$ cat src/rtl/rv_pkg.sv
// RV32I subset only (word loads and stores, BEQ/BNE); programs must fit in 4 KB of instruction space
package rv_pkg;

	typedef logic [31:0] word_t;     // Data word
	typedef logic [4:0]  reg_idx_t;  // Register index
	typedef logic [11:0] pc_t;       // Instruction byte address
	typedef logic [10:0] dm_addr_t;  // Data memory word address
	typedef logic [3:0]  byte_en_t;  // One bit per byte lane

	// ALU operations
	typedef enum logic [2:0] {
		ALU_ADD,
		ALU_SUB,
		ALU_AND,
		ALU_OR,
		ALU_XOR,
		ALU_SLT,
		ALU_PASS_B
	} alu_op_e;

	// Writeback source
	typedef enum logic [1:0] {
		WB_ALU,
		WB_LOAD,
		WB_IMM
	} wb_sel_e;

	// Operand source in ID
	typedef enum logic [1:0] {
		FWD_RF,
		FWD_EXE,
		FWD_MEM,
		FWD_WB
	} fwd_sel_e;

	localparam pc_t PC_STEP = 12'd4;  // No compressed instructions

	localparam logic [6:0] OP_LUI    = 7'b0110111;
	localparam logic [6:0] OP_IMM    = 7'b0010011;
	localparam logic [6:0] OP_REG    = 7'b0110011;
	localparam logic [6:0] OP_LOAD   = 7'b0000011;
	localparam logic [6:0] OP_STORE  = 7'b0100011;
	localparam logic [6:0] OP_BRANCH = 7'b1100011;

	localparam logic [2:0] F3_ADD = 3'b000;  // Also BEQ
	localparam logic [2:0] F3_BNE = 3'b001;
	localparam logic [2:0] F3_SLT = 3'b010;  // Also LW and SW
	localparam logic [2:0] F3_XOR = 3'b100;
	localparam logic [2:0] F3_OR  = 3'b110;
	localparam logic [2:0] F3_AND = 3'b111;

	localparam word_t NOP_INST = 32'h0000_0013;  // addi x0,x0,0

endpackage

$ cat src/rtl/fetch_stage.sv
`timescale 1ns/1ps
// Every branch is predicted not taken; the fetched word must be valid in the same cycle as inst_addr
module fetch_stage (
	input  logic          clk,
	input  logic          arst_n,
	input  rv_pkg::word_t inst,
	input  logic          front_stall,
	input  logic          if_id_flush,
	input  logic          redirect,
	input  rv_pkg::pc_t   branch_target,
	output rv_pkg::pc_t   inst_addr,
	output rv_pkg::word_t id_inst,
	output rv_pkg::pc_t   id_pc
);
	rv_pkg::pc_t pc;       // Fetch address
	rv_pkg::pc_t pc_next;

	// Redirect beats the load-use hold
	always_comb begin
		if (redirect)
			pc_next = branch_target;
		else if (front_stall)
			pc_next = pc;
		else
			pc_next = pc + rv_pkg::PC_STEP;
	end

	always_ff @(posedge clk or negedge arst_n) begin
		if (!arst_n)
			pc <= '0;
		else
			pc <= pc_next;
	end

	// IF/ID register
	always_ff @(posedge clk or negedge arst_n) begin
		if (!arst_n) begin
			id_inst <= rv_pkg::NOP_INST;
			id_pc   <= '0;
		end else if (if_id_flush) begin
			id_inst <= rv_pkg::NOP_INST;  // Kill the wrong-path word
			id_pc   <= pc;
		end else if (!front_stall) begin
			id_inst <= inst;
			id_pc   <= pc;
		end
	end

	assign inst_addr = pc;

endmodule

$ cat config.mk
export PLATFORM = sky130hd
export DESIGN_NAME = fetch_stage
export DESIGN_NICKNAME = d
export VERILOG_FILES = /design/src/rtl/rv_pkg.sv /design/src/rtl/fetch_stage.sv
export SDC_FILE = /design/constraint.sdc
export NUM_CORES = 1
export LEC_CHECK = 0
export ABC_AREA = 1
export BUFFER_PORTS_ARGS = -buffer_cell sky130_fd_sc_hd__buf_4
export CAP_MARGIN = 20
export CELL_PAD_IN_SITES_DETAIL_PLACEMENT = 1
export CELL_PAD_IN_SITES_GLOBAL_PLACEMENT = 2
export CORE_ASPECT_RATIO = 1.1
export CORE_MARGIN = 2
export CORE_UTILIZATION = 27
export CTS_BUF_LIST = sky130_fd_sc_hd__clkbuf_16
export DETAILED_ROUTE_END_ITERATION = 10
export PLACE_DENSITY_LB_ADDON = 0.1
export SLEW_MARGIN = 15
export SYNTH_ARGS = -nofsm -noshare
export SYNTH_HDL_FRONTEND = slang
export SYNTH_SLANG_ARGS = --single-unit
export TNS_END_PERCENT = 5
$ cat constraint.sdc
create_clock -name clk -period 1.3 [get_ports clk]
set_input_delay 0.065 -clock clk [delete_from_list [all_inputs] [get_ports clk]]
set_output_delay 0.065 -clock clk [all_outputs]
set_load 0.05 [all_outputs]
; After elaboration in Yosys (flattened, before gate mapping)
; Cells that the tools add are included.
[classes]
n_addsub = 1
eq_ne = 2
n_mux = 6
[op_table]
columns = op, count
row1 = $mux 32, 2
row2 = $mux 12, 4
row3 = $add 12x3->12 const B, 1
row4 = $ne 2x1->1 const B, 2
[totals]
ff_bits = 56
input_bits = 49
output_inout_bits = 56
elab_cells = 12

; Logic depth before layout (Yosys ltp)
[logic_depth]
word_depth = 3
mapped_depth = 7
depth_no_buf = 7

; Worst setup path before layout
; OpenSTA, ideal clock, no wires.
[synth_path]
path_kind = reg2reg
from = register pc[2] (netlist: inst_addr[2])
to = register pc[10] (netlist: inst_addr[10])
setup_ns = 0.118
arrival_ns = 1.398
required_ns = 1.182
slack_ns = -0.216
stages_incl_launch_ff = 7
synth_period_minus_slack_ns = 1.516
path_cell_list = dfrtp_1 -> ha_1 -> nand2_1 -> nor2_1 -> nand3_1 -> nand3_1 -> nand2_1
[synth_via]
elab_chain_cells = 3
[synth_lines]
columns = item, line_no
row1 = "start, declared", fetch_stage.sv:15  ; rv_pkg::pc_t pc;
row2 = "start signal, assigned", fetch_stage.sv:32  ; pc <= pc_next;
row3 = $add 12x3->12, fetch_stage.sv:25  ; pc_next = pc + rv_pkg::PC_STEP;
row4 = $mux 12, fetch_stage.sv:22  ; else if (front_stall)
row5 = $mux 12, fetch_stage.sv:20  ; if (redirect)
; Every way passes these cells. The select of a mux whose other input is x is not followed.
; A chain may end at the register's enable or synchronous reset.

; Worst setup path after layout
[layout_path]
from = register pc[2] (netlist: inst_addr[2])
to = register pc[8] (netlist: inst_addr[8])
; The elaborated chain is that of the path after synthesis.

==> impl_results.md <==
- Status: complete, no violations
- Clock Latency Late Sink: 280 ps
- Internal: 3216 uW
- Yosys reg bits: 56
- Antenna cells: 0
- Most frequent cell after synthesis: nand2_1
- Unrepaired setup endpoints after global routing: false
- First-pass iteration count of the detailed router: 4
- Final cell count without fillers: 448
- Crit path required time: 1470 ps
- Worst IR drop on VDD: 529.1 uV
- # setup viols final: 0
- Worst-path fanout max: 6
- Sequential share of power: 42.5%
- Ys async rst share: 100.0%
- Antenna-violating nets left: 0
- Die Area: 9210 um^2
- Placed cell count: 433
- Hold Path Cell Cnt: 2
- Vias per cell: 4.453
- Slew Viols, Final: 0
- Vias in the first global route: 2092
- Share of cells above drive strength 1: 40.06%
- Path depth of the worst reg2reg path: 6
- Top post-synthesis cells by count: 55 x nand2_1, 53 x dfrtp_1, 29 x a22o_1
- Crit share post-route: 89.06%
- P_sw: 1509 uW
- Slew @ Worst Pin: 289.3 ps
- Area of the mapped netlist: 2283 um^2
- CTS Root Buffer Type: clkbuf_16
- CTS max path bufs: 2
- HPWL Detailed: 4.870 mm
- Residual DRC: 0
- WS Path Type: reg -> reg
- Clock skew: 2.064 ps
- Synth top area cells: dfrtp_1 58%, a22o_1 11%, nand2_1 9.0%
- Worst endpoint data arrival time: 1330 ps
- Total CTS buffers: 5
- H-tree levels: 2
- Post-Synth Simple-Gate Area: 14.30%
- Worst R2R End: inst_addr[8]
- Unique cell type count in the Yosys netlist: 20
- Mux cell area share after synthesis: 0%
- WHS Endpoint: id_inst[10]
- Post-Syn Instances: 220
- Most used cell, CP: nand3_1
- Post-synth EDFFs: 0
- Tmin final: 1158 ps
- Synth area leader: dfrtp_1
- Port Buffers: 104
- Slowest-stage cell, CP: dfrtp_2
- Reg2reg start: inst_addr[2]
- CTS sink cnt: 56
- CP startpoint kind: flop
- Num ports: 105
- Synth Flop Type: dfrtp_1
- Leak: 0.001761 uW
- Setup slack, reg-to-reg: 140 ps
- F_max: 863.7 MHz
- Post-synthesis compound-gate area fraction: 17.42%
- Die height: 100.5 um
- P&R area growth vs syn: 52.38%
- GRT overflow: 0
- Nets@finish: 386
- XOR/XNOR Fraction of Synth Area: 0.3836%
- Placed Instance Area: 3232 um^2
- Clock tree from TritonCTS: built
- Worst hold slack: 6.520 ps
- Synth top area share: 58.08%
- Post-synthesis adder-cell area fraction: 0.5479%
- Vias: 1995
- Net Count, Synth: 270
- GPL Wtd Cong: 0.7450
- Crit. End Element: flop
- Worst stage delay on the critical path: 440 ps
- Relative slew slack: 80.72%
- Clk network pwr share: 31.1%
- Number of cell rows: 35
- Largest net degree at the start of global routing: 42
- Initial antenna violation count: 0
- Core area: 8277 um^2
- Filler cells: 941
- Avg WL per Cell: 14.49 um
- PwrDens: 1358 nW/um^2
- Avg Cell Area, Syn: 10.38 um^2
- CP cell instances: ha_4 -> nand3_1 -> nor2_1 -> nand2_1 -> nand3_1 -> nand3_1
- Post-synthesis sequential area ratio: 61.53%
- Final Hold Fails: 0
- Largest family of logic cells by synthesized area: compound AO/OA/AOI/OAI gates
- Worst hold path class: in -> reg
- Die Width: 91.69 um
- Clock Pin Slew Worst Setup and Hold Paths: 70 ps
- Synth warn: 0
- WL final: 6.491 mm
- First-pass GRT wire length: 10.76 mm
- Initial Utilization: 27.59%
- Max Cap Viol: 0
- Switching Share: 31.94%
- Logic gate share of total power: 26.3%
- Design area: 3480 um^2
- GRT Util Overall: 14.57%
- Hold Path Origin: inst[10]
- Initial DRC Count: 35
-- cell type report --
type / count / area [um^2] / area share (%)
flip-flops and latches: 56 / 1411 / 40.56
repair buffers: 118 / 923.4 / 26.54
multi-input cells: 135 / 768.2 / 22.08
well taps: 111 / 138.9 / 3.991
clock buffers: 5 / 125.1 / 3.596
inverters: 20 / 75.07 / 2.157
clock inverters: 3 / 37.54 / 1.079
-- critical path: cells and delay by family (launching register included) --
kind / cells / cell delay, ps
simple gates: 5 / 450
flops: 1 / 440
fa+ha+maj: 1 / 160
-- layer usage --
layer | global-route usage, % | up-vias | wire length (um)
met1 | 19.64 | 964 | 2910
met3 | 3.141 | 4 | 367
met5 | 0 | - | 0
met4 | 3.613 | 0 | 51
met2 | 24.04 | 58 | 3161
li1 | - | 969 | -
-- kinds of logic (layout without fill, tap and decap cells) --
family,Yosys count,count (layout)
xor+xnor,1,1
buf+inv,29,146
flops,56,56
simple gates,79,79
compound gates,54,54
fa+ha+maj,1,1
-- cell usage in the layout, fill, tap and decap left out, types with 7 or more instances in the layout --
cell	Yosys	routed
a22o_1	29	29
buf_4	5	111
dfrtp_1	53	48
inv_1	17	17
nand2_1	55	55
nand3_1	13	13
nor2_1	9	7
o21ai_0	9	9
o21ai_1	9	9
-- power groups by stage --
| stage | logic (uW) | registers [uW] | clock network, uW |
|---|---|---|---|
| CTS | 1250 | 2010 | 1540 |
| floorplan | 240 | 2530 | 0 |
| global route | 1330 | 2030 | 1590 |
| detailed placement | 1230 | 2040 | 0 |
| global placement | 1230 | 2040 | 0 |
| finish | 1240 | 2010 | 1470 |
-- worst max path at each step --
stage | startpoint | to | slack, ps | depth (start not counted)
5_1_grt | inst_addr[2] | inst_addr[10] | 30 | 6
2_1_floorplan | inst_addr[2] | inst_addr[10] | -20 | 6
6_report | inst_addr[2] | inst_addr[8] | 140 | 6
3_5_place_dp | inst_addr[2] | inst_addr[10] | 60 | 6
4_1_cts | inst_addr[2] | inst_addr[10] | 60 | 6
3_3_place_gp | inst_addr[2] | inst_addr[10] | 110 | 6
-- flip-flops by register name, summed over array words and instances (netlist names) --
name       flops
id_pc         12
inst_addr     12
id_inst       32
-- per-stage QoR --
stage	util, %	power, uW	worst slack [ps]	setup TNS [ps]
global route	42.04	4952	29.22	0
floorplan	-	2771	-22.50	-24.16
detailed placement	39.05	3275	63.68	0
CTS	41.62	4795	60.62	0
global placement	39.05	3269	109.2	0
finish	42.04	4725	142.2	0
-- what timing repair did --
action,CTS,global route
resized for setup,0,4
hold buffers,5,0
endpoints found under the setup margin,0,3
endpoints found under the hold margin,57,0
setup buffers,0,2
Note: power is estimated with default switching activity, not from simulation.
