--- src/rtl/rv_pkg.sv ---
// RV32I subset only (word loads and stores, BEQ/BNE); programs must fit in 4 KB of instruction space
package rv_pkg;

	typedef logic [31:0] word_t;     // Data word
	typedef logic [4:0]  reg_idx_t;  // Register index
	typedef logic [11:0] pc_t;       // Instruction byte address
	typedef logic [10:0] dm_addr_t;  // Data memory word address
	typedef logic [3:0]  byte_en_t;  // One bit per byte lane

	// ALU operations
	typedef enum logic [2:0] {
		ALU_ADD,
		ALU_SUB,
		ALU_AND,
		ALU_OR,
		ALU_XOR,
		ALU_SLT,
		ALU_PASS_B
	} alu_op_e;

	// Writeback source
	typedef enum logic [1:0] {
		WB_ALU,
		WB_LOAD,
		WB_IMM
	} wb_sel_e;

	// Operand source in ID
	typedef enum logic [1:0] {
		FWD_RF,
		FWD_EXE,
		FWD_MEM,
		FWD_WB
	} fwd_sel_e;

	localparam pc_t PC_STEP = 12'd4;  // No compressed instructions

	localparam logic [6:0] OP_LUI    = 7'b0110111;
	localparam logic [6:0] OP_IMM    = 7'b0010011;
	localparam logic [6:0] OP_REG    = 7'b0110011;
	localparam logic [6:0] OP_LOAD   = 7'b0000011;
	localparam logic [6:0] OP_STORE  = 7'b0100011;
	localparam logic [6:0] OP_BRANCH = 7'b1100011;

	localparam logic [2:0] F3_ADD = 3'b000;  // Also BEQ
	localparam logic [2:0] F3_BNE = 3'b001;
	localparam logic [2:0] F3_SLT = 3'b010;  // Also LW and SW
	localparam logic [2:0] F3_XOR = 3'b100;
	localparam logic [2:0] F3_OR  = 3'b110;
	localparam logic [2:0] F3_AND = 3'b111;

	localparam word_t NOP_INST = 32'h0000_0013;  // addi x0,x0,0

endpackage

--- src/rtl/hazard_unit.sv ---
`timescale 1ns/1ps
// Purely combinational; load data is never forwarded from EXE, the consumer stalls one cycle instead
module hazard_unit (
	input  rv_pkg::reg_idx_t  id_rs1,
	input  rv_pkg::reg_idx_t  id_rs2,
	input  rv_pkg::reg_idx_t  exe_rd,
	input  logic              exe_wr_en,
	input  logic              exe_is_load,
	input  rv_pkg::reg_idx_t  mem_rd,
	input  logic              mem_wr_en,
	input  rv_pkg::reg_idx_t  wb_rd,
	input  logic              wb_wr_en,
	input  logic              branch_taken,
	output rv_pkg::fwd_sel_e  fwd_sel_a,
	output rv_pkg::fwd_sel_e  fwd_sel_b,
	output logic              front_stall,
	output logic              if_id_flush,
	output logic              id_exe_flush,
	output logic              redirect
);
	logic load_use;

	// Youngest writer first
	function automatic rv_pkg::fwd_sel_e pick_source(input rv_pkg::reg_idx_t rs,
			input rv_pkg::reg_idx_t e_rd, input logic e_wr, input rv_pkg::reg_idx_t m_rd,
			input logic m_wr, input rv_pkg::reg_idx_t w_rd, input logic w_wr);
		if (rs == '0)
			pick_source = rv_pkg::FWD_RF;  // x0 stays zero
		else if (e_wr && e_rd == rs)
			pick_source = rv_pkg::FWD_EXE;
		else if (m_wr && m_rd == rs)
			pick_source = rv_pkg::FWD_MEM;
		else if (w_wr && w_rd == rs)
			pick_source = rv_pkg::FWD_WB;
		else
			pick_source = rv_pkg::FWD_RF;
	endfunction

	assign fwd_sel_a = pick_source(id_rs1, exe_rd, exe_wr_en, mem_rd, mem_wr_en, wb_rd, wb_wr_en);
	assign fwd_sel_b = pick_source(id_rs2, exe_rd, exe_wr_en, mem_rd, mem_wr_en, wb_rd, wb_wr_en);

	assign load_use = exe_is_load && exe_wr_en && exe_rd != '0
		&& (exe_rd == id_rs1 || exe_rd == id_rs2);

	assign front_stall  = load_use && !branch_taken;  // Flushed anyway on a taken branch
	assign if_id_flush  = branch_taken;
	assign id_exe_flush = branch_taken || load_use;  // Bubble into EXE
	assign redirect     = branch_taken;

endmodule

--- config.mk ---
export PLATFORM = sky130hd
export DESIGN_NAME = hazard_unit
export DESIGN_NICKNAME = d
export VERILOG_FILES = /design/src/rtl/rv_pkg.sv /design/src/rtl/hazard_unit.sv
export SDC_FILE = /design/constraint.sdc
export NUM_CORES = 1
export LEC_CHECK = 0
export ABC_AREA = 1
export ABC_CLOCK_PERIOD_IN_PS = 800
export BUFFER_PORTS_ARGS = -buffer_cell sky130_fd_sc_hd__buf_2
export CORE_MARGIN = 2
export CORE_UTILIZATION = 40
export DETAILED_ROUTE_END_ITERATION = 10
export GPL_TIMING_DRIVEN = 0
export PLACE_DENSITY = 0.73
export SYNTH_ARGS = -nofsm -noshare
export SYNTH_HDL_FRONTEND = slang
export SYNTH_SLANG_ARGS = --single-unit
--- constraint.sdc ---
create_clock -name vclk -period 0.8
set_input_delay 0.04 -clock vclk [all_inputs]
set_output_delay 0.04 -clock vclk [all_outputs]
set_load 0.01 [all_outputs]
# == Yosys cells after proc, flatten, opt, wreduce, memory -nomap -nowiden ==
# Index checks and enable logic that the tools add are counted.
# classes
n_eq_ne,6
muxes,8
reduce_logical,16
# ops
operator,n
$eq A5 B5 Y1,6
$mux W2,8
$logic_and A1 B1 Y1,10
$logic_not A5 Y1,2
$reduce_bool A5 Y1,1
$logic_or A1 B1 Y1,2
$logic_not A1 Y1,1
# totals
register_bits,0
in_bits,30
elab_cells,30

# == Depth between registers and ports, before layout ==
# logic_depth
ltp_word,6
ltp_mapped,8

# == Worst setup path before layout ==
# No wires, ideal clock.
# synth_path
path_kind,input -> output
start,in wb_rd[2]
end,out fwd_sel_a[1]
t_arrival_ns,0.625
path_slack_ns,0.135
stages,8
cell_sequence,inv_1 > nand2_1 > nand2_1 > nor2_2 > nand3_1 > nand2_1 > nand2_1 > nor2_1
# synth_between
elab_chain_cells,6
# synth_rtl
element,line,source
"start, declared",hazard_unit.sv:11,"input rv_pkg::reg_idx_t wb_rd,"
$eq A5 B5 Y1,hazard_unit.sv:33,else if (w_wr && w_rd == rs)
$logic_and A1 B1 Y1,hazard_unit.sv:33,
$mux W2,hazard_unit.sv:33,
$mux W2,hazard_unit.sv:31,else if (m_wr && m_rd == rs)
$mux W2,hazard_unit.sv:29,else if (e_wr && e_rd == rs)
$mux W2,hazard_unit.sv:27,if (rs == '0)
"end, declared",hazard_unit.sv:14,"output rv_pkg::fwd_sel_e fwd_sel_a,"
# No other way between the ends.

# == Worst setup path after layout ==
# layout_path
start,in wb_rd[2]
end,out fwd_sel_b[0]
# layout_between
elab_chain_cells,6
# layout_rtl
element,line,source
$eq A5 B5 Y1,hazard_unit.sv:33,
$logic_and A1 B1 Y1,hazard_unit.sv:33,
$mux W2,hazard_unit.sv:33,
$mux W2,hazard_unit.sv:31,
$mux W2,hazard_unit.sv:29,
$mux W2,hazard_unit.sv:27,
"end, declared",hazard_unit.sv:15,"output rv_pkg::fwd_sel_e fwd_sel_b,"
# No other way between the ends.

==> impl_table.tex <==
\begin{tabular}{lr}
\hline
Metric & Value \\
\hline
\multicolumn{2}{l}{\textbf{Status}} \\
\quad Result of the run & finished with violations \\
\quad Violated checks & setup timing \\
\multicolumn{2}{l}{\textbf{Synth}} \\
\quad Post-synthesis instance area & 680.7 um\^{}2 \\
\quad Top cell types by occurrence after synthesis & sky130\_fd\_sc\_hd\_\_nand2\_1 (83), sky130\_fd\_sc\_hd\_\_inv\_1 (19), sky130\_fd\_sc\_hd\_\_nor2\_1 (19) \\
\quad Top cells by area, synth & sky130\_fd\_sc\_hd\_\_nand2\_1 (46\%), sky130\_fd\_sc\_hd\_\_inv\_1 (10\%), sky130\_fd\_sc\_hd\_\_nor2\_1 (10\%), sky130\_fd\_sc\_hd\_\_nand3\_1 (7.4\%), sky130\_fd\_sc\_hd\_\_inv\_2 (6.1\%) \\
\quad Part of the Yosys area used for sequential elements & 0 \\
\quad Syn\_nets & 193 \\
\quad Cell taking the most area after synthesis & sky130\_fd\_sc\_hd\_\_nand2\_1 \\
\quad Unique masters post-synth & 14 \\
\quad Yosys warning total & 0 \\
\quad Post-Synthesis Mean Instance Area & 4.176 um\^{}2 \\
\quad Synthesized instance count & 163 \\
\quad Area share of the largest cell type after synthesis & 0.4577 \\
\quad Dominant cell by count in the synthesized netlist & sky130\_fd\_sc\_hd\_\_nand2\_1 \\
\multicolumn{2}{l}{\textbf{Cells and area}} \\
\quad Layout fillers & 119 \\
\quad Multi-input logic area & 710.7 um\^{}2 \\
\quad Layout overhead on the synthesized area & 86.58\% \\
\quad FF/Latch Area & 0 um\^{}2 \\
\quad Fraction of final layout cells with drive strength greater than 1 & 0.5517 \\
\quad ANT cells & 0 \\
\quad Number of sequential storage elements & 0 \\
\quad Layout clock buffer count & 0 \\
\quad Final standard cell area without fillers & 1270 um\^{}2 \\
\quad Nets@finish & 235 \\
\multicolumn{2}{l}{\textbf{STA}} \\
\quad Smallest setup slack after layout & -0.1508 ns \\
\quad Hold violation count in the final report & 0 \\
\quad Setup repair after global routing missed its margin & true \\
\quad Relative slew slack & 0.8554 \\
\quad Transition time at the pin with the least slew margin & 0.2153 ns \\
\quad Final setup vio count & 6 \\
\quad Max Clk Rate & 1052 MHz \\
\quad Final Slew Violations & 0 \\
\quad Clock period minus worst slack & 0.9508 ns \\
\quad Fin Hold WS & 0.3637 ns \\
\quad Fin crit share & 1.189 \\
\multicolumn{2}{l}{\textbf{Floorplan}} \\
\quad I/O Pins & 38 \\
\quad Die Outline Area & 2048 um\^{}2 \\
\quad Rows & 14 \\
\quad Starting utilization of the core area & 0.4366 \\
\quad DIE WIDTH & 45.25 um \\
\quad Die outline height & 45.25 um \\
\quad Area of the placeable core & 1559 um\^{}2 \\
\multicolumn{2}{l}{\textbf{Setup path}} \\
\quad Kind of start point of the critical path & input pin \\
\quad Data required time at the worst endpoint & 0.76 ns \\
\quad Number of buffers and inverters on the critical path & 4 \\
\quad Maximum single-stage delay on the critical path & 0.14 ns \\
\quad Kind of end point of the critical path & output port \\
\quad Path type of the worst setup path & in -> out \\
\quad Arrival time of data at the critical path endpoint & 0.91 ns \\
\quad Critical-path cell with the highest stage delay & sky130\_fd\_sc\_hd\_\_nor2\_4 \\
\quad Peak fanout along the critical path & 3 \\
\quad Kind of cell adding the most delay to the critical path & simple AND/OR/NAND/NOR gates \\
\quad Cell-by-cell listing of the critical path & buf\_6, inv\_2, nand2\_1, nand2\_2, nor2\_4, inv\_2, nor2\_2, nand2\_1, a21oi\_2, buf\_2 \\
\multicolumn{2}{l}{\textbf{Route}} \\
\quad Routed len/inst & 12.91 um \\
\quad Drt drc & 0 \\
\quad Drt total wl & 2827 um \\
\quad Number of DRC markers in iteration 0 & 26 \\
\quad Routed Antenna Nets & 0 \\
\quad Average via count per standard cell & 5.228 \\
\quad Number of optimization iterations in the first detailed-route pass & 4 \\
\quad Vias post-DR & 1145 \\
\multicolumn{2}{l}{\textbf{GRT}} \\
\quad Remaining Overflow, GRT & 0 \\
\quad Vias in the first global route & 1034 \\
\quad Global-route wire length before repair & 3926 um \\
\quad Maximum number of pins on one net before global-route repair & 6 \\
\quad GRT Resource Usage Total & 0.2547 \\
\quad Initial antenna violation count & 0 \\
\multicolumn{2}{l}{\textbf{Placement}} \\
\quad Routability Congestion & 0.8983 \\
\quad Buffers added on ports & 38 \\
\quad HPWL Detailed & 1836 um \\
\quad Standard cell area after detailed placement & 890.9 um\^{}2 \\
\multicolumn{2}{l}{\textbf{Run}} \\
\quad MaxCap Viol Count & 0 \\
\multicolumn{2}{l}{\textbf{CTS}} \\
\quad Number of hold-repair buffers added at the cts stage & 0 \\
\multicolumn{2}{l}{\textbf{Power}} \\
\quad Max IR drop VDD & 350.4 uV \\
\quad Total chip power & 0.6861 mW \\
\quad Pleak & 0.7183 nW \\
\quad Power per unit of standard cell area & 540.2 nW/um\^{}2 \\
\multicolumn{2}{l}{\textbf{Worst hold path}} \\
\quad Min-delay worst type & in -> out \\
\hline
\end{tabular}
tightest hold or removal path, stage by stage:
cell and delay, ns:
sky130_fd_sc_hd__buf_2 0.12, sky130_fd_sc_hd__nor2_2 0.04, sky130_fd_sc_hd__buf_2 0.12
layout by cell type (no fill, tap or decap), drive strengths merged:
cell   Yosys  final
nand2     83     83
buf        2     42
inv       30     30
nor2      25     25
nand3     10     10
a21oi      4      4
nor3       3      3
xnor2      2      2
nand4      2      2
o21ai      2      2
logic make-up (layout without fill, tap and decap cells):
family                    Yosys count  in the layout  synth area share
buffers and inverters              32             72            0.1875
AOI/OAI and AO/OA                   6              6           0.05514
xor gates and xnor gates            2              2           0.02574
and+or+nand+nor                   123            123            0.7316
final timing paths:
path                    startpoint            to  slack, ns  cells after the start
worst max-delay path      wb_rd[2]  fwd_sel_b[0]      -0.15                     10
worst min-delay path  branch_taken   front_stall       0.36                      3
metrics by stage:
stage,TNS (ns),setup WS [ns],instances,utilization
2_1_floorplan,0,0.1354,163,-
3_5_place_dp,-0.9493,-0.2002,217,0.5714
5_1_grt,-1.198,-0.2282,219,0.8146
4_1_cts,-0.6051,-0.1627,219,0.6918
6_report,-0.7351,-0.1508,219,0.8146
3_3_place_gp,-0.7954,-0.1577,217,0.5714
cell type report:
type / count / area share
well taps: 16 / 0.01576
inverters: 30 / 0.1123
multi-input cells: 131 / 0.5596
plain buffers: 2 / 0.01182
repair buffers: 40 / 0.3005
report_power, final:
| group | internal [mW] | switching, mW | total (mW) | leakage (nW) |
|---|---|---|---|---|
| Combinational | 0.316 | 0.370 | 0.686 | 0.718 |
| Sequential | 0 | 0 | 0 | 0 |
| Clock | 0 | 0 | 0 | 0 |
| Total | 0.316 | 0.370 | 0.686 | 0.718 |
routing by layer:
| metal | track usage | wire, um | vias to the layer above |
|---|---|---|---|
| li1 | - | - | 566 |
| met1 | 0.2762 | 977 | 507 |
| met2 | 0.4943 | 1581 | 58 |
| met3 | 0.02400 | 163 | 14 |
| met4 | 0.1000 | 105 | 0 |
| met5 | 0 | 0 | - |
repair_timing:
action | in CTS | in global routing
hold endpoints to repair | 0 | 0
pin swaps | 35 | 33
endpoints found under the setup margin | 6 | 6
setup buffers | 2 | 0
resized for setup | 54 | 63
gates cloned | 0 | 0
Note: power is estimated with default switching activity, not from simulation.
