`config.mk`:
```
export PLATFORM = sky130hd
export DESIGN_NAME = execute_stage
export DESIGN_NICKNAME = d
export VERILOG_FILES = /design/src/rtl/rv_pkg.sv /design/src/rtl/execute_stage.sv
export SDC_FILE = /design/constraint.sdc
export NUM_CORES = 1
export LEC_CHECK = 0
export BUFFER_PORTS_ARGS = -buffer_cell sky130_fd_sc_hd__buf_2
export CELL_PAD_IN_SITES_DETAIL_PLACEMENT = 0
export CELL_PAD_IN_SITES_GLOBAL_PLACEMENT = 1
export CORE_MARGIN = 2
export CORE_UTILIZATION = 29
export CTS_BUF_LIST = sky130_fd_sc_hd__clkbuf_2
export DETAILED_ROUTE_END_ITERATION = 7
export PLACE_DENSITY = 0.69
export SYNTH_ARGS = -nofsm -noshare
export SYNTH_HDL_FRONTEND = slang
export SYNTH_SLANG_ARGS = --single-unit
```
`constraint.sdc`:
```
create_clock -name clk -period 2.9 [get_ports clk]
set_input_delay 0.145 -clock clk [delete_from_list [all_inputs] [get_ports clk]]
set_output_delay 0.145 -clock clk [all_outputs]
set_load 0.01 [all_outputs]
```
`src/rtl/rv_pkg.sv`:
```
// RV32I subset only (word loads and stores, BEQ/BNE); programs must fit in 4 KB of instruction space
package rv_pkg;

	typedef logic [31:0] word_t;     // Data word
	typedef logic [4:0]  reg_idx_t;  // Register index
	typedef logic [11:0] pc_t;       // Instruction byte address
	typedef logic [10:0] dm_addr_t;  // Data memory word address
	typedef logic [3:0]  byte_en_t;  // One bit per byte lane

	// ALU operations
	typedef enum logic [2:0] {
		ALU_ADD,
		ALU_SUB,
		ALU_AND,
		ALU_OR,
		ALU_XOR,
		ALU_SLT,
		ALU_PASS_B
	} alu_op_e;

	// Writeback source
	typedef enum logic [1:0] {
		WB_ALU,
		WB_LOAD,
		WB_IMM
	} wb_sel_e;

	// Operand source in ID
	typedef enum logic [1:0] {
		FWD_RF,
		FWD_EXE,
		FWD_MEM,
		FWD_WB
	} fwd_sel_e;

	localparam pc_t PC_STEP = 12'd4;  // No compressed instructions

	localparam logic [6:0] OP_LUI    = 7'b0110111;
	localparam logic [6:0] OP_IMM    = 7'b0010011;
	localparam logic [6:0] OP_REG    = 7'b0110011;
	localparam logic [6:0] OP_LOAD   = 7'b0000011;
	localparam logic [6:0] OP_STORE  = 7'b0100011;
	localparam logic [6:0] OP_BRANCH = 7'b1100011;

	localparam logic [2:0] F3_ADD = 3'b000;  // Also BEQ
	localparam logic [2:0] F3_BNE = 3'b001;
	localparam logic [2:0] F3_SLT = 3'b010;  // Also LW and SW
	localparam logic [2:0] F3_XOR = 3'b100;
	localparam logic [2:0] F3_OR  = 3'b110;
	localparam logic [2:0] F3_AND = 3'b111;

	localparam word_t NOP_INST = 32'h0000_0013;  // addi x0,x0,0

endpackage

```
`src/rtl/execute_stage.sv`:
```
`timescale 1ns/1ps
// Word stores only, the low two address bits are ignored; addresses wrap at 8 KB of data memory
module execute_stage (
	input  logic              clk,
	input  logic              arst_n,
	input  rv_pkg::word_t     exe_op_a,
	input  rv_pkg::word_t     exe_op_b,
	input  rv_pkg::word_t     exe_store_data,
	input  rv_pkg::word_t     exe_imm,
	input  rv_pkg::pc_t       exe_pc,
	input  rv_pkg::alu_op_e   exe_alu_op,
	input  rv_pkg::reg_idx_t  exe_rd,
	input  logic              exe_wr_en,
	input  logic              exe_is_store,
	input  logic              exe_is_branch,
	input  logic              exe_branch_ne,
	input  rv_pkg::wb_sel_e   exe_wb_sel,
	output rv_pkg::word_t     exe_result,
	output logic              branch_taken,
	output rv_pkg::pc_t       branch_target,
	output rv_pkg::dm_addr_t  dm_addr,
	output rv_pkg::byte_en_t  dm_write,
	output rv_pkg::word_t     dm_wdata,
	output rv_pkg::reg_idx_t  mem_rd,
	output logic              mem_wr_en,
	output rv_pkg::wb_sel_e   mem_wb_sel,
	output rv_pkg::word_t     mem_alu,
	output rv_pkg::word_t     mem_imm
);
	rv_pkg::word_t alu_out;
	logic ops_equal;

	always_comb begin
		case (exe_alu_op)
			rv_pkg::ALU_SUB:    alu_out = exe_op_a - exe_op_b;
			rv_pkg::ALU_AND:    alu_out = exe_op_a & exe_op_b;
			rv_pkg::ALU_OR:     alu_out = exe_op_a | exe_op_b;
			rv_pkg::ALU_XOR:    alu_out = exe_op_a ^ exe_op_b;
			rv_pkg::ALU_SLT:    alu_out = {31'b0, $signed(exe_op_a) < $signed(exe_op_b)};
			rv_pkg::ALU_PASS_B: alu_out = exe_op_b;  // LUI
			default:            alu_out = exe_op_a + exe_op_b;
		endcase
	end

	// Value seen by a dependent instruction in ID
	assign exe_result = (exe_wb_sel == rv_pkg::WB_IMM) ? exe_imm : alu_out;

	// BEQ and BNE only
	assign ops_equal     = (exe_op_a == exe_op_b);
	assign branch_taken  = exe_is_branch && (ops_equal != exe_branch_ne);
	assign branch_target = exe_pc + exe_imm[11:0];

	// Core port of data memory, written at the end of this cycle
	assign dm_addr  = alu_out[12:2];
	assign dm_write = exe_is_store ? 4'b1111 : 4'b0000;
	assign dm_wdata = exe_store_data;

	// EXE/MEM control
	always_ff @(posedge clk or negedge arst_n) begin
		if (!arst_n) begin
			mem_rd     <= '0;
			mem_wr_en  <= 1'b0;
			mem_wb_sel <= rv_pkg::WB_ALU;
		end else begin
			mem_rd     <= exe_rd;
			mem_wr_en  <= exe_wr_en;
			mem_wb_sel <= exe_wb_sel;
		end
	end

	always_ff @(posedge clk) begin
		mem_alu <= alu_out;
		mem_imm <= exe_imm;
	end

endmodule

```
# Yosys cells after proc, flatten, opt, wreduce, memory -nomap -nowiden

Cells that the tools add are included.

Word-level logic and storage cells: 25
Bits in registers: 72
Bits of input ports: 156
Output and inout port bits: 164

Equal/unequal tests: 9
$lt $le $gt $ge: 1
Reduce and logical (&&, ||, !) cells: 1
Multiplexer cells: 3
Bitwise operators: 3
Add/subtract/negate cells: 3

Operator list:

| kind                                          | number |
|---|---|
| one-hot mux 32 bit (6 select lines)           | 1 |
| adder 32 bit                                  | 1 |
| bitwise AND 32 bit                            | 1 |
| == test 32 bit                                | 1 |
| less-than comparator 32 bit                   | 1 |
| 2-to-1 mux 32 bit                             | 1 |
| bitwise OR 32 bit                             | 1 |
| subtractor 32 bit                             | 1 |
| XOR 32 bit                                    | 1 |
| adder 12 bit                                  | 1 |
| == test 3 bit, second input constant          | 3 |
| == test 3 x 2 -> 1 bit, second input constant | 2 |
| 2-to-1 mux 4 bit                              | 1 |
| == test 3 x 1 -> 1 bit, second input constant | 1 |
| == test 2 bit, second input constant          | 1 |
| logical AND 1 bit                             | 1 |
| != test 1 bit                                 | 1 |

# Depth between registers and ports, before layout

Depth after elaboration: 3
Depth in mapped cells: 14
Gate-level depth less buffers: 13

# Worst setup path after synthesis

Ideal clock, no wire load.

Path type: input port to output port
Start: in exe_op_a[18]
End: out exe_result[29]
Required time: 2755 ps
Path slack: 180 ps
Data arrival time: 2575 ps
Cell stages on the path: 12
Buffers on the path: 0
Cells stage by stage: inv_1 -> ha_1 -> or3_4 -> or4_4 -> nor4_4 -> nand2_1 -> nand4_1 -> a31o_2 -> o2111ai_1 -> and3_1 -> a211o_1 -> mux2_4

Longest elaborated chain between the ends: 3
Elaborated cells between the ends (all ways): 4
Classes of those cells: 2 x add/sub; 2 x mux

Ends and longest elaborated chain:

| item                                              | RTL line                                 | source |
|---|---|---|
| from (decl)                                       | execute_stage.sv:6                       | `input rv_pkg::word_t exe_op_a,` |
| adder 32 bit or subtractor 32 bit (tied branches) | execute_stage.sv:41, execute_stage.sv:35 |  |
| one-hot mux 32 bit (6 select lines) *             | execute_stage.sv:34                      | `case (exe_alu_op)` |
| named net alu_out[29]                             | execute_stage.sv:30                      | `rv_pkg::word_t alu_out;` |
| 2-to-1 mux 32 bit *                               | execute_stage.sv:46                      | `assign exe_result = (exe_wb_sel == rv_pkg::WB_IMM) ? exe_imm : alu_out;` |
| to (decl)                                         | execute_stage.sv:18                      | `output rv_pkg::word_t exe_result,` |

The timed path passes the listed nets; every way through them passes the cells marked *.

# Final worst setup path

Start: in exe_op_b[14]
End: out exe_result[30]

Longest elaborated chain between the ends: 3
Elaborated cells between the ends (all ways): 4
Classes of those cells: 2 x add/sub; 2 x mux

Ends and longest elaborated chain:

| item                                              | RTL line                                 | source |
|---|---|---|
| from (decl)                                       | execute_stage.sv:7                       | `input rv_pkg::word_t exe_op_b,` |
| adder 32 bit or subtractor 32 bit (tied branches) | execute_stage.sv:41, execute_stage.sv:35 |  |
| one-hot mux 32 bit (6 select lines) *             | execute_stage.sv:34                      |  |
| named net alu_out[30]                             | execute_stage.sv:30                      |  |
| 2-to-1 mux 32 bit *                               | execute_stage.sv:46                      |  |

Marks and branches as above.

==> out/qor.csv <==
metric;value;unit
clk_pin_slew;0.22;ns
syn_area;0.008630;sq mm
power.density;335.7;mW/mm^2
cts_made_buffers;9;
die_w;176.5;um
maxSlewHeadroom;0.2732;
cp-start-kind;primary input;
drv_slew;0;
fmax;0.3223;GHz
stdcell_area;0.01406;sq mm
portBuffers;250;
critPathBufInv;4;
outcome;finished, violations left;
grt_overflow;0;
slowest_delay;0.29;ns
cts_sinks;72;
setup_ws;-0.2031;ns
rows;63;
cts_max_path_buffers;2;
crit_path_top_delay_cell;o31a_1;
hold_class;primary input to register;
violations;setup timing;
syn_area_per_cell;7.433;sq um
synth_edf_count;0;
worst_pin_slew;1.090;ns
critPathCapture;exe_result[30];
drt_iter0_drc;600;
critPathCaptureType;output port;
syn_to_final_growth;62.95;%
setup_violations;19;
cellLeakagePower;6.627;nW
grt_use_total;0.2277;
synth_area_leaders;ha_1 16%, dfxtp_1 15%, a21oi_1 6.2%;
fin_crit;3.103;ns
fin_nets;1936;
io_pins;320;
max-vdd-ir-drop;0.1500;mV
synth.distinct_cells;89;
yosysSeqAreaShare;0.1717;
worstPathRequired;2.76;ns
synth_area_leader_cell;ha_1;
ant_nets;0;
hold_viol_final;0;
worstPathMaxFanout;4;
rsz0062_at_grt;yes;
via_per_inst;5.078;
drive_above_1_share;0.4764;
htreeDepth;3;
cts_tree;yes;
synth_flop_cell;dfxtp_1;
async_flop_share;0.1111;
synthDominantCellAreaShare;0.1551;
maxCapViolCount;0;
core_area;0.02948;sq mm
register_area;0.001481;sq mm
die_area;0.03115;sq mm
routed_wl;37.54;mm
yosysWarnings;0;
grt_pass1_vias;10190;
post-dp-hpwl;28.78;mm
path_depth;15;
drc;0;
grt_start_max_net_pins;34;
startpoint;exe_op_b[14];
vias;10500;
worstSetupPathType;primary input to output port;
synth_nets;1427;
cp_top_family;compound AO/OA/AOI/OAI gates;
die_y;176.5;um
postPlaceCellArea;0.01172;sq mm
root_buffer;clkbuf_2;
start_util;0.2927;
synth_cells;1161;
dpl_worst_slack;-0.5548;ns
multiInputGateArea;0.007179;sq mm
n_fill_cell;2940;
grt_pass1_wl;55.76;mm
cp_cell_sequence;buf_8 > inv_6 > ha_4 > and2b_1 > a211o_1 > a21oi_2 > a2bb2oi_4 > buf_6 > nand2_4 > a211oi_4 > o31a_1 > nor4_1 > o31a_1 > mux2_2 > buf_6;
drt-wirelength-per-cell;18.15;um
antenna_found_initial;3;
routabilityCongestion;0.9556;
worstPathArrival;2.96;ns
period_share;1.070;
drt_pass1_iterations;6;
ys_seq_elements;72;
## metrics by stage
stage / hold slack, ns / util / power [mW] / cells / TNS [ns]
6_report: 0.04786 / 0.4770 / 4.721 / 2068 / -1.824
5_1_grt: 0.02237 / 0.4770 / 5.017 / 2068 / -3.947
4_1_cts: 0.02104 / 0.4551 / 4.545 / 2044 / -1.972
3_5_place_dp: -0.006992 / 0.3976 / 3.487 / 1956 / -8.652
3_3_place_gp: -0.01246 / 0.3976 / 3.469 / 1956 / -7.715
2_1_floorplan: -0.1506 / - / 2.468 / 1161 / 0
## sequential cells by signal, summed over array words and instances, names as in the netlist
| register | count |
|---|---|
| mem_alu | 32 |
| mem_imm | 32 |
| mem_rd | 5 |
| mem_wb_sel | 2 |
| mem_wr_en | 1 |
## cell usage after synthesis, drive strengths merged, types with 5 or more instances
cell	count
a211o	6
o221ai	15
nor2b	8
a21oi	109
a221oi	5
o21bai	13
a22oi	9
xnor2	27
and2	12
and3	6
or3	11
o2111ai	5
a21o	14
ha	107
nor3	18
nand3	19
a211oi	21
dfxtp	64
a221o	12
a31oi	8
o31ai	13
nor4	10
nand4	8
clkbuf	39
inv	105
dfrtp	8
a21boi	6
o211ai	9
nand2	79
buf	71
nand2b	11
mux2	23
o22ai	10
o21a	6
a311oi	6
o21ai	83
xor2	6
nor2	121
## placed cells by master (no fill, tap or decap), drive strengths merged, types with 8 or more instances in the layout
cell type,count
nand2b,11
o21ai,83
o21bai,13
clkbuf,10
and2,12
nand2,79
xnor2,27
dlygate4sd3,46
nor3,18
nand4,8
nor4,10
a21oi,109
dfxtp,64
a31oi,8
o31ai,13
a21o,14
a221o,12
o221ai,15
or3,11
inv,105
o22ai,10
nor2,121
ha,107
a211oi,21
o211ai,9
buf,562
mux2,23
nand3,19
a22oi,9
nor2b,8
dfrtp,8
## worst min path at each step
stage                      from    endpoint  slack, ns  cells past startpoint
global route        exe_op_b[1]  mem_alu[1]       0.02                      5
floorplan                arst_n   mem_rd[0]      -0.15                      0
CTS                 exe_op_b[1]  mem_alu[1]       0.02                      5
finish              exe_op_b[1]  mem_alu[1]       0.05                      5
global placement         arst_n   mem_rd[4]      -0.01                      1
detailed placement       arst_n   mem_rd[1]     -0.007                      1
## cell type report
class                           instances  area share
Tap cell                              390     0.03470
Antenna cell                            3   0.0005339
Multi-Input combinational cell        872      0.5105
Clock inverter                          6    0.005961
Timing Repair Buffer                  608      0.3085
Clock buffer                           10    0.003559
Sequential cell                        72      0.1053
Inverter                              107     0.03087
## report_power, final
part,switching (mW),leakage (nW),internal [mW],total [mW]
registers,0.0205,0.633,1.10,1.12
logic,1.50,5.92,1.39,2.89
clock network,0.427,0.0756,0.283,0.710
total,1.95,6.63,2.77,4.72
## layer usage
layer	GRT usage	wire length, um
met5	0	0
met4	0.07404	977
met3	0.02584	2371
met2	0.3853	17860
met1	0.3007	16320
## what timing repair did
item / in CTS / in global routing
setup buffers: 28 / 24
hold endpoints to repair: 52 / 0
hold buffers: 46 / 0
gates resized for setup: 191 / 112
setup endpoints to repair: 28 / 30
pin swaps: 74 / 82
## logic make-up after synthesis
group	count (synthesis)	share of synthesized area
AOI/OAI and AO/OA	385	0.3026
and+or+nand+nor	317	0.1738
buffers and inverters	217	0.1212
adders and majority gates	110	0.1621
DFF	72	0.1717
xor gates and xnor gates	33	0.03349
muxes	27	0.03509
Note: power is estimated with default switching activity, not from simulation.
