===== src/rtl/rv_pkg.sv =====
// RV32I subset only (word loads and stores, BEQ/BNE); programs must fit in 4 KB of instruction space
package rv_pkg;

	typedef logic [31:0] word_t;     // Data word
	typedef logic [4:0]  reg_idx_t;  // Register index
	typedef logic [11:0] pc_t;       // Instruction byte address
	typedef logic [10:0] dm_addr_t;  // Data memory word address
	typedef logic [3:0]  byte_en_t;  // One bit per byte lane

	// ALU operations
	typedef enum logic [2:0] {
		ALU_ADD,
		ALU_SUB,
		ALU_AND,
		ALU_OR,
		ALU_XOR,
		ALU_SLT,
		ALU_PASS_B
	} alu_op_e;

	// Writeback source
	typedef enum logic [1:0] {
		WB_ALU,
		WB_LOAD,
		WB_IMM
	} wb_sel_e;

	// Operand source in ID
	typedef enum logic [1:0] {
		FWD_RF,
		FWD_EXE,
		FWD_MEM,
		FWD_WB
	} fwd_sel_e;

	localparam pc_t PC_STEP = 12'd4;  // No compressed instructions

	localparam logic [6:0] OP_LUI    = 7'b0110111;
	localparam logic [6:0] OP_IMM    = 7'b0010011;
	localparam logic [6:0] OP_REG    = 7'b0110011;
	localparam logic [6:0] OP_LOAD   = 7'b0000011;
	localparam logic [6:0] OP_STORE  = 7'b0100011;
	localparam logic [6:0] OP_BRANCH = 7'b1100011;

	localparam logic [2:0] F3_ADD = 3'b000;  // Also BEQ
	localparam logic [2:0] F3_BNE = 3'b001;
	localparam logic [2:0] F3_SLT = 3'b010;  // Also LW and SW
	localparam logic [2:0] F3_XOR = 3'b100;
	localparam logic [2:0] F3_OR  = 3'b110;
	localparam logic [2:0] F3_AND = 3'b111;

	localparam word_t NOP_INST = 32'h0000_0013;  // addi x0,x0,0

endpackage


===== src/rtl/decode_stage.sv =====
`timescale 1ns/1ps
// Unsupported opcodes decode as NOPs; branch and store operands are resolved here from forwarded data
module decode_stage (
	input  logic              clk,
	input  logic              arst_n,
	input  rv_pkg::word_t     id_inst,
	input  rv_pkg::pc_t       id_pc,
	input  logic              front_stall,
	input  logic              id_exe_flush,
	input  rv_pkg::fwd_sel_e  fwd_sel_a,
	input  rv_pkg::fwd_sel_e  fwd_sel_b,
	input  rv_pkg::word_t     exe_result,
	input  rv_pkg::word_t     mem_result,
	input  rv_pkg::word_t     wb_data,
	input  rv_pkg::reg_idx_t  wb_rd,
	input  logic              wb_wr_en,
	output rv_pkg::reg_idx_t  id_rs1,
	output rv_pkg::reg_idx_t  id_rs2,
	output rv_pkg::word_t     exe_op_a,
	output rv_pkg::word_t     exe_op_b,
	output rv_pkg::word_t     exe_store_data,
	output rv_pkg::word_t     exe_imm,
	output rv_pkg::pc_t       exe_pc,
	output rv_pkg::alu_op_e   exe_alu_op,
	output rv_pkg::reg_idx_t  exe_rd,
	output logic              exe_wr_en,
	output logic              exe_is_load,
	output logic              exe_is_store,
	output logic              exe_is_branch,
	output logic              exe_branch_ne,
	output rv_pkg::wb_sel_e   exe_wb_sel
);
	logic [6:0] opcode;
	logic [2:0] funct3;
	logic [6:0] funct7;
	rv_pkg::word_t imm_i;
	rv_pkg::word_t imm_s;
	rv_pkg::word_t imm_b;
	rv_pkg::word_t imm_u;
	rv_pkg::word_t imm;          // Selected immediate
	rv_pkg::alu_op_e alu_op;
	rv_pkg::wb_sel_e wb_sel;
	logic wr_en;
	logic is_load;
	logic is_store;
	logic is_branch;
	logic use_rs1;
	logic use_rs2;
	logic use_imm;               // Operand B from immediate
	rv_pkg::word_t rf [32];      // x0 is never written
	rv_pkg::word_t fwd_a;
	rv_pkg::word_t fwd_b;

	assign opcode = id_inst[6:0];
	assign funct3 = id_inst[14:12];
	assign funct7 = id_inst[31:25];

	assign imm_i = {{20{id_inst[31]}}, id_inst[31:20]};
	assign imm_s = {{20{id_inst[31]}}, id_inst[31:25], id_inst[11:7]};
	assign imm_b = {{19{id_inst[31]}}, id_inst[31], id_inst[7], id_inst[30:25],
		id_inst[11:8], 1'b0};
	assign imm_u = {id_inst[31:12], 12'b0};

	always_comb begin
		alu_op    = rv_pkg::ALU_ADD;
		wb_sel    = rv_pkg::WB_ALU;
		imm       = imm_i;
		wr_en     = 1'b0;
		is_load   = 1'b0;
		is_store  = 1'b0;
		is_branch = 1'b0;
		use_rs1   = 1'b0;
		use_rs2   = 1'b0;
		use_imm   = 1'b1;
		case (opcode)
			rv_pkg::OP_LUI: begin
				alu_op = rv_pkg::ALU_PASS_B;
				wb_sel = rv_pkg::WB_IMM;
				imm    = imm_u;
				wr_en  = 1'b1;
			end
			rv_pkg::OP_IMM, rv_pkg::OP_REG: begin
				wr_en   = 1'b1;
				use_rs1 = 1'b1;
				use_rs2 = (opcode == rv_pkg::OP_REG);
				use_imm = (opcode == rv_pkg::OP_IMM);
				case (funct3)
					rv_pkg::F3_SLT: alu_op = rv_pkg::ALU_SLT;
					rv_pkg::F3_XOR: alu_op = rv_pkg::ALU_XOR;
					rv_pkg::F3_OR:  alu_op = rv_pkg::ALU_OR;
					rv_pkg::F3_AND: alu_op = rv_pkg::ALU_AND;
					rv_pkg::F3_ADD: begin
						// SUB only in register form
						if (use_rs2 && funct7[5])
							alu_op = rv_pkg::ALU_SUB;
					end
					default: ;
				endcase
			end
			rv_pkg::OP_LOAD: begin
				wb_sel  = rv_pkg::WB_LOAD;
				wr_en   = 1'b1;
				is_load = 1'b1;
				use_rs1 = 1'b1;
			end
			rv_pkg::OP_STORE: begin
				imm      = imm_s;
				is_store = 1'b1;
				use_rs1  = 1'b1;
				use_rs2  = 1'b1;  // Store data
			end
			rv_pkg::OP_BRANCH: begin
				imm       = imm_b;
				is_branch = 1'b1;
				use_rs1   = 1'b1;
				use_rs2   = 1'b1;
				use_imm   = 1'b0;
			end
			default: ;
		endcase
	end

	// Unused sources read as x0 so they never stall or forward
	assign id_rs1 = use_rs1 ? id_inst[19:15] : '0;
	assign id_rs2 = use_rs2 ? id_inst[24:20] : '0;

	always_ff @(posedge clk or negedge arst_n) begin
		if (!arst_n) begin
			for (int i = 0; i < 32; i++)
				rf[i] <= '0;
		end else if (wb_wr_en && wb_rd != '0) begin
			rf[wb_rd] <= wb_data;
		end
	end

	function automatic rv_pkg::word_t pick_operand(input rv_pkg::fwd_sel_e sel,
			input rv_pkg::word_t rf_val, input rv_pkg::word_t from_exe,
			input rv_pkg::word_t from_mem, input rv_pkg::word_t from_wb);
		case (sel)
			rv_pkg::FWD_EXE: pick_operand = from_exe;
			rv_pkg::FWD_MEM: pick_operand = from_mem;
			rv_pkg::FWD_WB:  pick_operand = from_wb;  // Same-cycle RF write
			default:         pick_operand = rf_val;
		endcase
	endfunction

	assign fwd_a = pick_operand(fwd_sel_a, rf[id_rs1], exe_result, mem_result, wb_data);
	assign fwd_b = pick_operand(fwd_sel_b, rf[id_rs2], exe_result, mem_result, wb_data);

	// ID/EXE control
	always_ff @(posedge clk or negedge arst_n) begin
		if (!arst_n) begin
			exe_alu_op    <= rv_pkg::ALU_ADD;
			exe_wb_sel    <= rv_pkg::WB_ALU;
			exe_rd        <= '0;
			exe_wr_en     <= 1'b0;
			exe_is_load   <= 1'b0;
			exe_is_store  <= 1'b0;
			exe_is_branch <= 1'b0;
			exe_branch_ne <= 1'b0;
		end else if (id_exe_flush) begin
			// Also the load-use bubble
			exe_alu_op    <= rv_pkg::ALU_ADD;
			exe_wb_sel    <= rv_pkg::WB_ALU;
			exe_rd        <= '0;
			exe_wr_en     <= 1'b0;
			exe_is_load   <= 1'b0;
			exe_is_store  <= 1'b0;
			exe_is_branch <= 1'b0;
			exe_branch_ne <= 1'b0;
		end else if (!front_stall) begin
			exe_alu_op    <= alu_op;
			exe_wb_sel    <= wb_sel;
			exe_rd        <= id_inst[11:7];
			exe_wr_en     <= wr_en;
			exe_is_load   <= is_load;
			exe_is_store  <= is_store;
			exe_is_branch <= is_branch;
			exe_branch_ne <= (funct3 == rv_pkg::F3_BNE);
		end
	end

	// ID/EXE payload
	always_ff @(posedge clk) begin
		if (!front_stall) begin
			exe_op_a       <= fwd_a;
			exe_op_b       <= use_imm ? imm : fwd_b;
			exe_store_data <= fwd_b;
			exe_imm        <= imm;
			exe_pc         <= id_pc;  // Base for the branch target
		end
	end

endmodule


===== config.mk =====
export PLATFORM = sky130hd
export DESIGN_NAME = decode_stage
export DESIGN_NICKNAME = d
export VERILOG_FILES = /design/src/rtl/rv_pkg.sv /design/src/rtl/decode_stage.sv
export SDC_FILE = /design/constraint.sdc
export NUM_CORES = 2
export LEC_CHECK = 0
export BUFFER_PORTS_ARGS = -buffer_cell sky130_fd_sc_hd__buf_2
export CAP_MARGIN = 20
export CORE_AREA = 10 10 387 389
export DETAILED_ROUTE_END_ITERATION = 8
export DIE_AREA = 0 0 397 399
export HOLD_SLACK_MARGIN = 0.15
export MAX_ROUTING_LAYER = met4
export PLACE_DENSITY_LB_ADDON = 0.3
export SLEW_MARGIN = 10
export SYNTH_ARGS = -nofsm -noshare
export SYNTH_HDL_FRONTEND = slang
export SYNTH_SLANG_ARGS = --single-unit
export TNS_END_PERCENT = 10

===== constraint.sdc =====
create_clock -name clk -period 2.3 [get_ports clk]
set_input_delay 0.345 -clock clk [delete_from_list [all_inputs] [get_ports clk]]
set_output_delay 0.345 -clock clk [all_outputs]
set_load 0.005 [all_outputs]

* Word-level counts from Yosys, hierarchy flattened
Cells that the tools add are included.
Storage, ports and cells: logic and storage cells 121, register bits after elaboration 1179, input bits 154, output and inout bits 165
Cells by class: eq/ne operators 18, $lt $le $gt $ge 4, bitwise operators 3, reductions and logical operators 9, mux-type cells 42
Operators by type and width (number):
- $bwmux W1024 | 1
- $bmux W32 S5 | 2
- $mux W32 | 6
- $pmux W32 S3 | 2
- $demux W32 S5 | 1
- $pmux W31 S3 | 1
- $eq A7 B6 Y1 const B | 3
- $mux W5 | 4
- $ge A6 B6 Y1 const B | 3
- $not A5 Y6 | 3
- $mux W1 | 16
- $pmux W3 S5 | 1
- $eq A3 B3 Y1 const B | 3
- $eq A2 B2 Y1 const B | 4
- $eq A7 B2 Y1 const B | 1
- $eq A7 B5 Y1 const B | 1
- $eq A7 B7 Y1 const B | 1
- $lt A6 B1 Y1 const B | 1
- $mux W3 | 2
- $pmux W3 S2 | 1
- $reduce_bool A5 Y1 | 1
- $reduce_or A5 Y1 | 1
- $eq A2 B1 Y1 const B | 2
- $mux W2 | 2
- 9 further kinds | 13

* Longest topological paths before layout
word-level depth 10, mapped depth 12, gate-level depth less buffers 9

* Least setup slack after synthesis
OpenSTA, ideal clock, no wires.
path type input to register, start in front_stall, end reg exe_is_store, slack -1.525 ns, stages on the path 4, data required time 2.214 ns, path buffers 1, arrival time 3.740 ns, setup time 0.086 ns, path through clkbuf_1 -> inv_1 -> nand3_1 -> a21oi_1
Between the ends: longest elaborated chain between the ends 1
RTL lines:
- start, declared | line decode_stage.sv:8 | input logic front_stall,
- $ne A2 B1 Y1 (no line)
- end signal, assigned | line decode_stage.sv:177 | exe_is_store <= is_store;
- end, declared | line decode_stage.sv:28 | output logic exe_is_store,
Every way passes these cells. A chain may end at the register's enable or synchronous reset.

* Worst setup path after layout
start in id_inst[4], end reg exe_op_a[13] (data pin)
Between the ends: longest elaborated chain between the ends 9, elaborated cells on any way between the ends 13, those cells by class 5 x eq/ne; 6 x mux; 1 x bitwise; 1 x reduce/logical
RTL lines:
- start, declared | line decode_stage.sv:6 | input rv_pkg::word_t id_inst,
- $eq A7 B6 Y1 (tied with other cells) | line decode_stage.sv:75 | case (opcode)
- $reduce_or A5 Y1 (no line) (*)
- $mux W1 (*) | line decode_stage.sv:75
- $mux W5 (*) | line decode_stage.sv:124 | assign id_rs1 = use_rs1 ? id_inst[19:15] : '0;
- $not A5 Y6 (implied by the code) (*) | line decode_stage.sv:147 | assign fwd_a = pick_operand(fwd_sel_a, rf[id_rs1], exe_result, mem_result, wb_data);
- $bmux W32 S5 (*) | line decode_stage.sv:147
- $mux W32 (implied by the code) (*) (2 in series) | line decode_stage.sv:147
- $pmux W32 S3 (*) | line decode_stage.sv:139 | case (sel)
- net fwd_a[13] | line decode_stage.sv:51 | rv_pkg::word_t fwd_a;
- end signal, assigned | line decode_stage.sv:186 | exe_op_a <= fwd_a;
- end, declared | line decode_stage.sv:19 | output rv_pkg::word_t exe_op_a,
The timed path passes the listed nets; every way through them passes the cells marked *. The select of a mux whose other input is x is not followed.

==> results.cfg <==
[routing]
viasPerCell = 6.73
drt_iter0_drc = 9034
drt-wirelength-per-cell_um = 34.0
drt_pre_antenna_iters = 8
drt_wl_total_um = 291000
drc = 0
vias = 57600
ant_nets = 0

[global_route]
grt_max_degree = 64
grt_pass1_wl_um = 413000
antenna_found_initial = 20
overflow = 0
grt_util_all_layers_pct = 36.9
grt_pass1_vias = 56400

[synth]
ys_seq_area_share_pct = 47.6
syn_area_per_cell_sq_um = 11.3
yosys_most_used_dff = dfrtp_1
syn-num-nets = 5791
synth_cells = 5637
synth_area_leader_cell = dfrtp_1
synthArstFlopShare_pct = 88.1
synthTopCellsByArea = dfrtp_1 41%, mux2_2 19%, edfxtp_1 6.6%
synth-edff-count = 140
netlist.area_leader.share_pct = 40.9
netlist-cell-type-count = 92
ys_warn_count = 0
syn-cell-area_sq_mm = 0.0635
synth-seq-cells = 1178

[die]
rows = 139
chipWidth_um = 397
start_util_pct = 44.6
die_area_sq_mm = 0.158
num_io_pins = 319
die_h_um = 399
core-area_sq_mm = 0.142

[clocking]
cts_tree = done
cts_buffers = 133
clock-sinks = 1178
cts-root-buf = clkbuf_16
worstSkewPairLatency_ns = 0.81
cts_buffer_depth = 3
clk_pin_slew_ns = 0.06
htreeDepth = 4

[pwr]
seqPwrFrac_pct = 45.8
p_clk_share_pct = 35.4
cell_internal_pwr_mw = 43.0
p_leak_nw = 35.4
p_sw_share_pct = 29.1
p_switching_mw = 17.7
p_per_area_mw_per_mm2 = 751
ir_worst_vdd_v = 0.000745
share_comb_of_total_power_pct = 18.8
power_mw = 60.7

[placement]
place_ws_ns = -1.11
port_buffers = 318
placed_area_sq_mm = 0.0748
hpwl_um = 205000
placedCellCount = 8166
gp_congestion = 1.03

[min_path]
hold_path_class = in2reg

[run_status]
status = finished with violations
violations = setup timing

[run]
maxCapViolations = 0

[cells_and_area]
finish.net_count = 6697
utilization_pct = 56.8
drive_above_1_share_pct = 41.0
fin_area_sq_mm = 0.0809
mostFrequentLayoutCell = mux2_2
area_growth_pct = 27.4
most-common-layout-cells = 1096 x mux2_2, 1038 x dfrtp_1, 678 x buf_4, 546 x nand2_1, 312 x buf_2
final-instance-count-excl-fill = 8569

[timing]
setup_viol = 14
drv_slew = 0
fmax_mhz = 412
fin_skew_ns = 0.0305
fin_ws_ns = -0.128
fin_crit_ns = 2.43
finalSetupTns_ns = -0.797
rsz0062_at_grt = yes
tightest_slew_ns = 0.885
hold_viol = 0
fin_hold_ws_ns = 0.179
relSlewSlack_pct = 41.0
period_share_pct = 106

[worst_setup_path]
worstPathRequired_ns = 2.89
cpPeakStageDelay_ns = 0.34
cp-start-kind = input pin
path_cells = buf_2 > buf_4 > nor2b_1 > buf_4 > buf_4 > o211ai_4 > inv_2 > nand2_1 > buf_8 > buf_6 > o32ai_1 > a31oi_1 > o2111ai_1 > o31ai_2
crit_fanout = 10
arrival_ns = 3.02
crit_path_end_kind = flop
setup.reg_to_reg.worst_slack_ns = -0.04
cp_common_cell = buf_4
slowest_stage = o31ai_2
crit_type = in2reg
[state kept, by name, summed over array words and instances, names as in the netlist]
register / flops
exe_wr_en: 1
exe_alu_op: 3
exe_is_branch: 1
exe_branch_ne: 1
exe_imm: 32
rf: 1024
exe_pc: 12
exe_op_a: 32
exe_is_store: 1
exe_rd: 5
exe_op_b: 32
exe_wb_sel: 2
exe_store_data: 32
[layer usage]
layer / vias to the layer above / GRT usage (%) / wire length, um
met5: - / - / 0
met4: 0 / 22.0 / 20600
met3: 1014 / 10.5 / 35600
met2: 4353 / 52.9 / 126000
met1: 29300 / 46.0 / 109000
li1: 22900 / - / -
[power groups by stage]
stage | Clock (mW) | Sequential, mW | Combinational, mW
finish | 21.5 | 27.8 | 11.4
CTS | 21.6 | 27.6 | 11.2
global placement | 0 | 27.7 | 10.6
floorplan | 0 | 27.0 | 6.76
global route | 22.5 | 28.1 | 12.1
detailed placement | 0 | 27.9 | 10.9
[logic make-up after synthesis]
family,Yosys count,synth area share (%)
buf+inv,652,4.36
compound gates,1141,12.4
flops,1178,47.6
xor+xnor,2,0.0276
mux,1482,27.3
simple gates,1182,8.36
[path summary, 6_finish.rpt]
path,from,endpoint,depth (start not counted)
worst max-delay path,id_inst[4],exe_op_a[13],14
worst min-delay path,exe_result[29],exe_op_a[29],5
worst max register to register,rf[526],exe_op_b[14],7
worst min register to register,rf[1022],rf[1022],0
max in group asynchronous,arst_n,rf[905],4
min in group asynchronous,arst_n,rf[303],3
[cells in the mapped netlist (all sizes together) (6+ instances only)]
| master | instances |
|---|---|
| nand4 | 63 |
| mux2i | 263 |
| inv | 53 |
| a311oi | 21 |
| o22ai | 96 |
| dfrtp | 1038 |
| o2111ai | 28 |
| a21oi | 156 |
| mux4 | 83 |
| nand3 | 209 |
| a31oi | 121 |
| a22oi | 64 |
| a32oi | 29 |
| and3 | 18 |
| o32ai | 26 |
| o211ai | 81 |
| nand2 | 562 |
| a221oi | 15 |
| edfxtp | 140 |
| o31ai | 66 |
| a41oi | 7 |
| and2 | 13 |
| a21o | 22 |
| mux2 | 1136 |
| nor4 | 33 |
| clkbuf | 348 |
| nor2 | 184 |
| a211oi | 35 |
| o221ai | 58 |
| nor2b | 13 |
| a211o | 25 |
| a22o | 6 |
| o2111a | 17 |
| buf | 249 |
| or3 | 6 |
| o21ai | 206 |
| a2bb2oi | 7 |
| nor3 | 57 |
| o22a | 11 |
| o221a | 6 |
[critical path: cells and delay by family]
kind | cells | cell delay [ns]
AO/OA/AOI/OAI | 5 | 1.17
buffers and inverters | 7 | 1.22
AND/OR/NAND/NOR | 2 | 0.26
[final cells by class]
cell class | count | area (sq um)
Sequential cell | 1178 | 30200
Antenna cell | 14 | 35.0
Fill cell | 11900 | 61600
Multi-Input combinational cell | 3807 | 31100
Inverter | 55 | 218
Timing Repair Buffer | 1368 | 12700
Clock buffer | 197 | 3820
Clock inverter | 47 | 457
Tap cell | 1903 | 2380
[timing repair]
action                                  in CTS  in global routing
hold buffers                               138                  0
buffers inserted                             7                  1
endpoints found under the setup margin      25                 28
hold endpoints to repair                   572                  0
pin swaps                                    3                  4
gates resized for setup                     27                 24
(Power assumes the default switching activity.)
